[src/nn_macros.svh]
// MLP sizing macros: sample width, layer sizes, parameter store map and sigmoid breakpoints
`ifndef NN_MACROS_SVH
`define NN_MACROS_SVH

// Fixed-point sample width in bits
`define NN_RES        8

// Network shape
`define NN_IN         4     // Network inputs
`define NN_HID        4     // Hidden neurons in layer 1
`define NN_OUT        2     // Output neurons in layer 2

// Parameter store: weights at 0..23, biases at 24..29
`define NN_ADDR_W     5
`define NN_NUM_WGT    24    // Layer 1 at 0..15 neuron-major, layer 2 at 16..23
`define NN_NUM_BIAS   6     // Layer 1 at 24..27, layer 2 at 28..29

// Sigmoid saturation points
`define NN_SIG_LO     (-32)
`define NN_SIG_HI     32

`endif

[src/fixed_point_pkg.sv]
// Fixed-point package: numeric types shared by the neurons and the sigmoid
`default_nettype none
`include "nn_macros.svh"

package fixed_point_pkg;

    // Inputs, weights, biases and activations
    // all share one signed format
    typedef logic signed [`NN_RES-1:0] sample_t;

    // Full-precision product of two samples
    typedef logic signed [2*`NN_RES-1:0] product_t;

    // The accumulator grows with the fan-in
    // so each neuron sizes its own

endpackage

`default_nettype wire

[src/nn_struct_pkg.sv]
// Interface structs package: parameter write port and network result port
`default_nettype none
`include "nn_macros.svh"

package nn_struct_pkg;

    // Parameter store address, covers weights and biases
    typedef logic [`NN_ADDR_W-1:0] wgt_addr_t;

    // Strobed write into the parameter store, no acknowledge
    typedef struct packed {
        logic                     wr;      // Write strobe, one cycle
        wgt_addr_t                addr;    // Addresses past the store are dropped
        fixed_point_pkg::sample_t data;
    } wgt_write_t;

    // Output of the second layer
    // class_out[0] sits in the low byte
    typedef struct packed {
        logic                                  valid;      // One cycle per sample
        fixed_point_pkg::sample_t [`NN_OUT-1:0] class_out;  // Sigmoid outputs 0..127
    } mlp_result_t;

endpackage

`default_nettype wire

[src/weight_store.sv]
// Parameter store: register file of all weights and biases, strobed write, flat read buses
`default_nettype none
`timescale 1ns/1ps
`include "nn_macros.svh"

module weight_store (
    input  logic                              clk,
    input  logic                              reset,
    input  nn_struct_pkg::wgt_write_t         wgt_wr,
    output logic [`NN_HID*`NN_IN*`NN_RES-1:0]  l1_weight,
    output logic [`NN_HID*`NN_RES-1:0]         l1_bias,
    output logic [`NN_OUT*`NN_HID*`NN_RES-1:0] l2_weight,
    output logic [`NN_OUT*`NN_RES-1:0]         l2_bias
);
    import fixed_point_pkg::*;
    import nn_struct_pkg::*;

    localparam int num_regs  = `NN_NUM_WGT + `NN_NUM_BIAS;   // 30 entries
    localparam int l1_w_cnt  = `NN_HID*`NN_IN;
    localparam int l2_w_cnt  = `NN_OUT*`NN_HID;
    localparam int l2_w_base = l1_w_cnt;                     // 16
    localparam int l1_b_base = `NN_NUM_WGT;                  // 24
    localparam int l2_b_base = `NN_NUM_WGT + `NN_HID;        // 28

    sample_t store [num_regs];
    logic    addr_ok;

    // Writes past the last entry are dropped
    assign addr_ok = (wgt_wr.addr < wgt_addr_t'(num_regs));

    always_ff @(posedge clk) begin
        if (reset) begin
            for (int i = 0; i < num_regs; i++) begin
                store[i] <= '0;
            end
        end else if (wgt_wr.wr && addr_ok) begin
            store[wgt_wr.addr] <= wgt_wr.data;     // Seen by the neurons next cycle
        end
    end

    // Read side, straight from the registers
    always_comb begin
        for (int i = 0; i < l1_w_cnt; i++) begin
            l1_weight[i*`NN_RES +: `NN_RES] = store[i];
        end
        for (int i = 0; i < l2_w_cnt; i++) begin
            l2_weight[i*`NN_RES +: `NN_RES] = store[l2_w_base + i];
        end
        for (int i = 0; i < `NN_HID; i++) begin
            l1_bias[i*`NN_RES +: `NN_RES] = store[l1_b_base + i];
        end
        for (int i = 0; i < `NN_OUT; i++) begin
            l2_bias[i*`NN_RES +: `NN_RES] = store[l2_b_base + i];
        end
    end

    // An out-of-range write leaves every parameter as it was
    a_oob_ignored: assert property (@(posedge clk) disable iff (reset)
        (wgt_wr.wr && !addr_ok) |=> $stable({l1_weight, l1_bias, l2_weight, l2_bias}))
        else $error("write to address %0d changed the store", $past(wgt_wr.addr));

endmodule

`default_nettype wire

[config.mk]
export PLATFORM = sky130hd
export DESIGN_NAME = weight_store
export DESIGN_NICKNAME = d
export VERILOG_FILES = /design/src/fixed_point_pkg.sv /design/src/nn_struct_pkg.sv /design/src/weight_store.sv
export VERILOG_INCLUDE_DIRS = /design/src
export SDC_FILE = /design/constraint.sdc
export NUM_CORES = 1
export LEC_CHECK = 0
export BUFFER_PORTS_ARGS = -buffer_cell sky130_fd_sc_hd__buf_2
export CORE_UTILIZATION = 40
export CTS_CLUSTER_DIAMETER = 30
export DETAILED_ROUTE_END_ITERATION = 6
export GPL_TIMING_DRIVEN = 0
export MAX_ROUTING_LAYER = met4
export SETUP_SLACK_MARGIN = 0.3
export SYNTH_ARGS = -nofsm -noshare
export SYNTH_HDL_FRONTEND = slang
export SYNTH_SLANG_ARGS = --single-unit
[constraint.sdc]
create_clock -name clk -period 6.2 [get_ports clk]
set_clock_uncertainty 0.1 [all_clocks]
set_input_delay 0.62 -clock clk [delete_from_list [all_inputs] [get_ports clk]]
set_output_delay 0.62 -clock clk [all_outputs]
set_load 0.02 [all_outputs]
==> impl_metrics.csv, run 1 <==
group,metric,value,unit
status,status,"finished, final reports clean",
yosys,synth.top_cell.area_share,0.749,
yosys,ys_seq_area_frac,0.749,
layout,final_area,13000,um^2
cts,htree_levels,2,
cts,cts_max_path_buffers,3,
yosys,syn_area,9620,um^2
layout,reg.largest.list,"store (240)",
route,drt-initial-drc-count,390,
global_routing,antenna_found_initial,1,
place,placed_area,11300,um^2
layout,nNetsFinal,949,
power_and_ir_drop,power.total,0.00490,W
yosys,async_flop_share,0,
critical_path,cp-start-kind,"input port",
sta,setup_viol,0,
min_path,min_from,"wgt_wr[7]",
yosys,synth_warnings,0,
sta,period_minus_slack,2.39,ns
global_routing,grt_pass1_vias,6580,
route,vias,6528,
cts,cts_tree,"done",
sta,drv_slew,0,
critical_path,required,6.26,ns
yosys,synth-compound-area-share,0.0239,
global_routing,grt_overflow_total,0,
yosys,ys.flop_type,"edfxtp_1",
yosys,synth_most_common_cell,"edfxtp_1",
sta,timing.fmax,419,MHz
floorplanning,core.rowCount,56,
route,drc_errors,0,
critical_path,critical_path_class,"in -> reg",
yosys,synth_xor_area_frac,0,
layout,largest-register,"store",
sta,slew_headroom,0.409,
yosys,syn-num-nets,645,
cts,hold_buffers,0,
cts,cts_sinks,240,
place,hpwl,18.5,mm
global_routing,grtUsageTotal,0.225,
yosys,synth-simple-area-share,0.186,
yosys,synth_top_family_by_area,"simple AND/OR/NAND/NOR gates",
yosys,yosys-top-cells-area,"edfxtp_1 75%, nor3_1 6.8%, nor3_2 6.5%",
route,drtAntennaViolNets,0,
cts,path_clk_slew,0.05,ns
yosys,synth.top_cells.by_count,"240 x edfxtp_1, 130 x nor3_1, 62 x nor3_2",
critical_path,crit_fanout,10,
floorplanning,initial_core_util,0.408,
layout,area_growth,34.9,%
sta,worstMarginPinSlew,0.886,ns
cts,cts_setup_buffers,0,
layout,final_layout_size_suffix_gt1_frac,0.450,
floorplanning,die-area,24700,um^2
yosys,synth.ff_latch_count,240,
sta,fin_tns_setup,0,ns
global_routing,grt_pass1_wl,39.1,mm
cts,cts_resized,0,
yosys,synth_area_per_cell,15.3,um^2
critical_path,timing.critical_path.from,"wgt_wr[11]",
sta,timing.final.crit_share,0.385,
sta,rsz0062_at_grt,"false",
floorplanning,num_io_pins,256,
route,via_per_inst,5.05,
yosys,synth.largest_area_cell,"edfxtp_1",
route,dr.pass1.iters,4,
yosys,synth_mux_area_frac,0,
cts,cts_buffers,48,
floorplanning,core,23500,um^2
route,wire_per_inst,20.9,um
route,finalWirelength,27.0,mm
yosys,synthCells,629,
min_path,hp-class,"in -> reg",
global_routing,grt_max_degree,13,
layout,largest_register_ffs,240,
floorplanning,die_h,157,um
critical_path,worstSetupEndpointType,"register",
power_and_ir_drop,p_per_area,378,nW/um^2
place,portBuffers,254,
power_and_ir_drop,leakage,4.52,nW
cts,clockRootBuffer,"clkbuf_16",
sta,hold_violations,0,
place,globalplace.congestion,0.806,
power_and_ir_drop,peakVddDrop,215,uV
yosys,synth_edf_count,240,
yosys,synthAdderAreaFrac,0,
yosys,yosysUniqueCellTypes,25,
critical_path,crit_arrival,2.45,ns
floorplanning,fp.dieW,157,um
run,maxCapViolations,0,
layout,final_util,0.551,
through the flow:
stage	setup WS, ns	hold slack (ns)	std cells
after floorplan	3.80	0.867	629
after global placement	3.27	0.965	1202
after detailed placement	3.28	0.961	1202
after CTS	3.84	0.548	1292
after global routing	3.68	0.586	1293
final	3.81	0.556	1293
final cells by class:
cell class | count | area (um^2)
flip-flops and latches | 240 | 7210
inverters | 10 | 37.5
diodes | 1 | 2.50
fillers | 2018 | 10600
repair buffers | 254 | 1270
clock inverters | 34 | 408
plain buffers | 67 | 350
multi-input cells | 312 | 2020
clock buffers | 56 | 1270
well taps | 319 | 399
worst max-delay path, cell delays in order:
cell and delay [ns]:
buf_2 0.10, buf_2 0.21, buf_4 0.21, nand3b_1 0.35
buf_2 0.34, o21bai_1 0.60
report_power, final:
part | total [W] | internal [W] | switching (W) | leakage [nW]
sequential | 0.00191 | 0.00188 | 0.0000297 | 2.29
combinational | 0.000373 | 0.0000907 | 0.000282 | 1.43
clock | 0.00262 | 0.00177 | 0.000852 | 0.801
cell families (layout without fill, tap and decap cells):
group | Yosys count | count (layout)
AO/OA/AOI/OAI | 30 | 30
AND/OR/NAND/NOR | 282 | 282
buffers and inverters | 77 | 421
other | 0 | 1
flip-flops | 240 | 240
routing by layer:
layer  vias to the layer above  track usage  routed length (um)
met2                       280        0.348               12600
met3                        34       0.0619                2250
met4                         0       0.0573                 388
met1                      3200        0.295               11700
li1                       3014            -                   -
met5                         -            -                   0
path summary, 6_finish.rpt:
check             depth (start not counted)                         end  slack (ns)
setup / recovery                          6  store[13][6]$_SDFFCE_PN0P_        3.81
hold / removal                            3   store[6][7]$_SDFFCE_PN0P_        0.56
layout by cell type (no fill, tap or decap), drive strengths merged:
master / Yosys / layout
diode: 0 / 1
or3: 1 / 1
inv: 2 / 6
o21bai: 26 / 26
nand3: 1 / 1
clkinv: 8 / 24
nor3: 192 / 192
nand4: 2 / 2
nand2: 9 / 9
a31o: 4 / 4
nand3b: 3 / 3
nand2b: 2 / 2
clkbuf: 23 / 79
nor2: 48 / 48
or3b: 3 / 3
bufinv: 0 / 7
buf: 44 / 298
or4b: 1 / 1
nand4b: 6 / 6
and4bb: 1 / 1
or2: 1 / 1
clkinvlp: 0 / 7
nand4bb: 12 / 12
edfxtp: 240 / 240
No activity file was read; power rests on OpenSTA's default activity.
==> inputs of run 2 (changes only) <==
--- a/config.mk
+++ b/config.mk
@@ -6,12 +6,14 @@
 export SDC_FILE = /design/constraint.sdc
 export NUM_CORES = 1
 export LEC_CHECK = 0
+export ABC_AREA = 1
 export BUFFER_PORTS_ARGS = -buffer_cell sky130_fd_sc_hd__buf_2
 export CORE_UTILIZATION = 40
 export CTS_CLUSTER_DIAMETER = 30
 export DETAILED_ROUTE_END_ITERATION = 6
 export GPL_TIMING_DRIVEN = 0
 export MAX_ROUTING_LAYER = met4
+export PLACE_DENSITY = 0.66
 export SETUP_SLACK_MARGIN = 0.3
 export SYNTH_ARGS = -nofsm -noshare
 export SYNTH_HDL_FRONTEND = slang
==> constraint.sdc (replaced) <==
create_clock -name clk -period 2.19 [get_ports clk]
set_clock_uncertainty 0.1 [all_clocks]
set_input_delay 0.219 -clock clk [delete_from_list [all_inputs] [get_ports clk]]
set_output_delay 0.219 -clock clk [all_outputs]
set_load 0.02 [all_outputs]
==> impl_metrics.csv, run 2 <==
group,metric,value,unit
yosys,yosys-top-cells-area,"edfxtp_1 79%, nor2_1 6.8%, nor2_2 6.1%",
sta,fin_tns_setup,0,ns
route,drt-initial-drc-count,332,
global_routing,grtUsageTotal,0.211,
sta,drv_slew,0,
global_routing,grt_max_degree,13,
min_path,min_to,"store[27][7]$_SDFFCE_PN0P_",
layout,mostFrequentLayoutCell,"buf_2",
power_and_ir_drop,leakage,5.02,nW
min_path,hp-class,"in -> reg",
power_and_ir_drop,p_per_area,1100,nW/um^2
yosys,syn-num-nets,639,
global_routing,grt_pass1_wl,35.1,mm
global_routing,grt_pass1_vias,6040,
floorplanning,core.rowCount,55,
layout,layout_common_cells,"255 x buf_2, 240 x edfxtp_1, 166 x nor2_1",
run,maxCapViolations,0,
layout,area_growth,36.2,%
sta,period_minus_slack,1.51,ns
cts,cts_setup_buffers,0,
yosys,synth_edf_count,240,
route,finalWirelength,24.2,mm
sta,hold_violations,0,
critical_path,max_stage_delay,0.73,ns
sta,worstMarginPinSlew,0.971,ns
yosys,synth.largest_area_cell,"edfxtp_1",
yosys,synth.top_cell.area_share,0.786,
route,vias,5918,
floorplanning,num_io_pins,256,
yosys,syn_area,9170,um^2
yosys,synth_most_common_cell,"edfxtp_1",
layout,fill_cells,1877,
cts,cts_sinks,240,
layout,diodes,0,
yosys,ys_seq_area_frac,0.786,
cts,clockRootBuffer,"clkbuf_16",
cts,hold_buffers,0,
route,dr.pass1.iters,5,
critical_path,crit_chain,"buf_2, inv_2, clkbuf_1, nand2_1",
yosys,synth_warnings,0,
sta,whs,0.279,ns
cts,cts_buffers,49,
cts,cts_tree,"done",
yosys,ys.flop_type,"edfxtp_1",
cts,htree_levels,2,
critical_path,crit_fanout,10,
min_path,min_from,"wgt_wr[12]",
global_routing,grt_overflow_total,0,
layout,multiInputGateArea,1760,um^2
yosys,synth_area_per_cell,14.7,um^2
sta,timing.final.crit_share,0.691,
critical_path,required,2.26,ns
cts,cts_max_path_buffers,3,
sta,slew_headroom,0.353,
layout,nNetsFinal,945,
route,drc_errors,0,
critical_path,critical_path_class,"in -> reg",
critical_path,cp-start-kind,"input port",
global_routing,antenna_found_initial,0,
critical_path,cp_top_family,"buffers and inverters",
floorplanning,fp.dieW,153,um
layout,register_area,7210,um^2
route,drtAntennaViolNets,0,
layout,largest-register,"store",
layout,reg.largest.list,"store (240)",
sta,setup_viol,0,
critical_path,path_buf_inv,3,
min_path,min_path_cells,5,
layout,largest_register_ffs,240,
yosys,synth.ff_latch_count,240,
place,hpwl,16.0,mm
critical_path,worstSetupEndpointType,"register",
status,status,"finished, final reports clean",
yosys,synthCells,623,
floorplanning,initial_core_util,0.406,
route,wire_per_inst,19.3,um
cts,path_clk_slew,0.05,ns
place,portBuffers,255,
floorplanning,core,22600,um^2
route,via_per_inst,4.72,
place,globalplace.congestion,0.799,
power_and_ir_drop,peakVddDrop,1100,uV
sta,timing.fmax,661,MHz
sta,rsz0062_at_grt,"false",
yosys,yosysUniqueCellTypes,14,
yosys,async_flop_share,0,
layout,final_layout_size_suffix_gt1_frac,0.482,
floorplanning,die-area,23500,um^2
critical_path,crit_arrival,1.59,ns
yosys,synth.top_cells.by_count,"240 x edfxtp_1, 166 x nor2_1, 90 x nor2_2",
floorplanning,die_h,153,um
critical_path,cp_slowest_cell,"clkbuf_1",
cts,cts_resized,0,
## run 2: cell types whose count changed after synthesis, sizes merged, moves of 12 or more
cell,change
o21bai,-26
nor2,+212
buf,-43
nand4bb,-12
nor3,-192
inv,+19
nand2,+60
## run 2: power by group
| part | switching [W] | total [W] | leakage, nW | internal (W) |
|---|---|---|---|---|
| logic | 0.000748 | 0.000965 | 1.92 | 0.000217 |
| registers | 0.0000672 | 0.00537 | 2.28 | 0.00531 |
| clock network | 0.00238 | 0.00745 | 0.824 | 0.00508 |
## run 2: worst max-delay path by stage
| stage | start | end | slack [ns] | cells after the start |
|---|---|---|---|---|
| detailed placement | reset | store[5][0]$_SDFFCE_PN0P_ | 0.11 | 4 |
| global route | reset | store[9][6]$_SDFFCE_PN0P_ | 0.62 | 4 |
| finish | reset | store[5][7]$_SDFFCE_PN0P_ | 0.68 | 4 |
| global placement | reset | store[5][0]$_SDFFCE_PN0P_ | 0.15 | 4 |
| floorplan | reset | store[20][0]$_SDFFCE_PN0P_ | 0.76 | 5 |
| CTS | reset | store[5][7]$_SDFFCE_PN0P_ | 0.66 | 4 |
## run 2: kinds of logic after synthesis
| group | count (synthesis) | share of synthesized area |
|---|---|---|
| buffers and inverters | 49 | 0.0218 |
| DFF | 240 | 0.786 |
| and+or+nand+nor | 334 | 0.192 |
## run 2: area by class of cell
class / instances / area share
multi-input cells: 334 / 0.141
plain buffers: 28 / 0.00972
clock buffers: 58 / 0.104
flip-flops and latches: 240 / 0.577
well taps: 285 / 0.0286
inverters: 21 / 0.00631
clock inverters: 33 / 0.0305
repair buffers: 255 / 0.102
## run 2: through the flow
step | instances | power, W | utilization | setup slack [ns] | area, um^2
final | 1254 | 0.0138 | 0.553 | 0.677 | 12500
after global routing | 1254 | 0.0141 | 0.553 | 0.620 | 12500
after CTS | 1254 | 0.0139 | 0.553 | 0.660 | 12500
after detailed placement | 1163 | 0.00643 | 0.479 | 0.108 | 10800
after global placement | 1163 | 0.00642 | 0.479 | 0.150 | 10800
after floorplan | 623 | 0.00603 | - | 0.764 | 9170
## run 2: routing by layer
metal  GRT usage  routed length [um]  up-vias
met4      0.0990                 941        0
met2       0.339               11800      273
li1            -                   -     2736
met5           -                   0        -
met1       0.248                9610     2835
met3      0.0536                1920       74
==> inputs of run 3 (changes only) <==
--- a/config.mk
+++ b/config.mk
@@ -6,14 +6,13 @@
 export SDC_FILE = /design/constraint.sdc
 export NUM_CORES = 1
 export LEC_CHECK = 0
-export ABC_AREA = 1
+export ABC_AREA = 0
 export BUFFER_PORTS_ARGS = -buffer_cell sky130_fd_sc_hd__buf_2
 export CORE_UTILIZATION = 40
 export CTS_CLUSTER_DIAMETER = 30
 export DETAILED_ROUTE_END_ITERATION = 6
 export GPL_TIMING_DRIVEN = 0
 export MAX_ROUTING_LAYER = met4
-export PLACE_DENSITY = 0.66
 export SETUP_SLACK_MARGIN = 0.3
 export SYNTH_ARGS = -nofsm -noshare
 export SYNTH_HDL_FRONTEND = slang
==> constraint.sdc (replaced) <==
create_clock -name clk -period 1.4 [get_ports clk]
set_clock_uncertainty 0.1 [all_clocks]
set_input_delay 0.14 -clock clk [delete_from_list [all_inputs] [get_ports clk]]
set_output_delay 0.14 -clock clk [all_outputs]
set_load 0.02 [all_outputs]
==> impl_metrics.csv, run 3 (synthesized netlist as in run 1, its figures left out) <==
group,metric,value,unit
cts,cts_tree,"done",
cts,cts_sinks,240,
route,finalWirelength,30.0,mm
floorplanning,core,23500,um^2
route,drt-initial-drc-count,376,
layout,mostFrequentLayoutCell,"edfxtp_1",
layout,fill_cells,1592,
sta,hold_violations,1,
cts,cts_max_path_buffers,3,
status,status,"complete, but fails checks",
place,portBuffers,254,
floorplanning,die_h,157,um
sta,setup_viol,0,
layout,register_area,7210,um^2
sta,timing.final.crit_share,0.977,
critical_path,cp-start-kind,"register",
floorplanning,fp.dieW,157,um
sta,whs,-0.0323,ns
sta,slew_headroom,0.646,
critical_path,crit_fanout,1,
layout,largest-register,"store",
critical_path,cp_slowest_cell,"edfxtp_1",
power_and_ir_drop,p_per_area,1370,nW/um^2
floorplanning,num_io_pins,256,
cts,htree_levels,2,
floorplanning,die-area,24700,um^2
route,drc_errors,0,
cts,path_clk_slew,0.05,ns
sta,fin_tns_setup,0,ns
power_and_ir_drop,leakage,6.07,nW
layout,multiInputGateArea,3020,um^2
floorplanning,core.rowCount,56,
critical_path,critical_path_class,"reg -> out",
place,placed_area,12200,um^2
route,dr.pass1.iters,4,
global_routing,grt_overflow_total,0,
critical_path,crit_arrival,1.13,ns
layout,final_layout_size_suffix_gt1_frac,0.615,
layout,reg.largest.list,"store (240)",
critical_path,worstSetupEndpointType,"output pin",
layout,area_growth,70.7,%
layout,largest_register_ffs,240,
critical_path,cp_top_family,"flip-flops",
power_and_ir_drop,power.total,0.0225,W
critical_path,path_buf_inv,1,
power_and_ir_drop,peakVddDrop,1490,uV
place,globalplace.congestion,0.783,
sta,rsz0062_at_grt,"true",
place,dp_cells,1202,
global_routing,grt_pass1_vias,6856,
place,hpwl,18.7,mm
sta,period_minus_slack,1.37,ns
layout,fin_cells,1360,
global_routing,grt_max_degree,12,
layout,final_area,16400,um^2
floorplanning,initial_core_util,0.408,
critical_path,max_stage_delay,0.44,ns
sta,timing.fmax,731,MHz
route,wire_per_inst,22.0,um
route,vias,6924,
run,maxCapViolations,0,
global_routing,grtUsageTotal,0.243,
status,violations,"hold timing",
global_routing,antenna_found_initial,1,
sta,worstMarginPinSlew,0.531,ns
route,via_per_inst,5.09,
cts,cts_buffers,47,
layout,layout_common_cells,"240 x edfxtp_1, 200 x buf_6, 84 x nor3_2",
layout,nNetsFinal,1020,
global_routing,grt_pass1_wl,41.9,mm
sta,drv_slew,0,
critical_path,crit_chain,"buf_6",
critical_path,required,1.16,ns
route,drtAntennaViolNets,0,
min_path,hp-class,"in -> reg",
cts,clockRootBuffer,"clkbuf_16",
[run 3: cell count changes in the layout (fill, tap and decap cells not counted), sizes merged, moves of 8 or more]
cell / previous run / this run
buf: 256 / 374
inv: 27 / 5
o21bai: 0 / 26
nor2: 260 / 48
nor3: 0 / 192
nand4bb: 0 / 12
nand2: 69 / 9
clkbuf: 85 / 77
[run 3: stage by stage]
step	utilization	hold slack [ns]	worst slack (ns)
global placement	0.518	0.484	-0.731
CTS	0.637	-0.0111	0.0235
finish	0.697	-0.0323	0.0325
global route	0.697	-0.0226	0.00291
detailed placement	0.518	0.481	-0.778
floorplan	-	0.387	-0.190
[run 3: layout make-up]
cell class / instances / area share
diodes: 1 / 0.000152
plain buffers: 67 / 0.0500
repair buffers: 326 / 0.200
inverters: 10 / 0.00335
flip-flops and latches: 240 / 0.439
clock inverters: 27 / 0.0223
well taps: 319 / 0.0243
clock buffers: 58 / 0.0768
multi-input cells: 312 / 0.184
[run 3: path summary, 6_finish.rpt]
| kind | start | endpoint | slack (ns) | depth (start not counted) |
|---|---|---|---|---|
| setup / recovery | store[12][7]$_SDFFCE_PN0P_ | l1_weight[103] | 0.03 | 1 |
| hold / removal | wgt_wr[10] | store[29][7]$_SDFFCE_PN0P_ | -0.03 | 3 |
[run 3: worst min-delay path: stages]
cell and delay (ns):
buf_8 0.12, nand3_4 0.12, nor3_2 0.04
[run 3: timing repair]
item | 4_1_cts | 5_1_grt
resized for setup | 226 | 298
pin swaps | 40 | 76
endpoints found under the setup margin | 491 | 559
hold endpoints to repair | 1 | 1
buffers inserted | 38 | 25
cloned | 5 | 4
[run 3: layer usage]
metal	share of wire	global-route usage	vias up
li1	-	-	3155
met1	0.41	0.304	3446
met2	0.50	0.386	280
met3	0.072	0.0675	43
met4	0.018	0.0730	0
met5	0	-	-
[run 3: report_power, final]
part           leakage [nW]  internal (W)  switching (W)
sequential             2.29       0.00832       0.000204
combinational          3.00       0.00108        0.00146
clock                 0.782       0.00785        0.00362
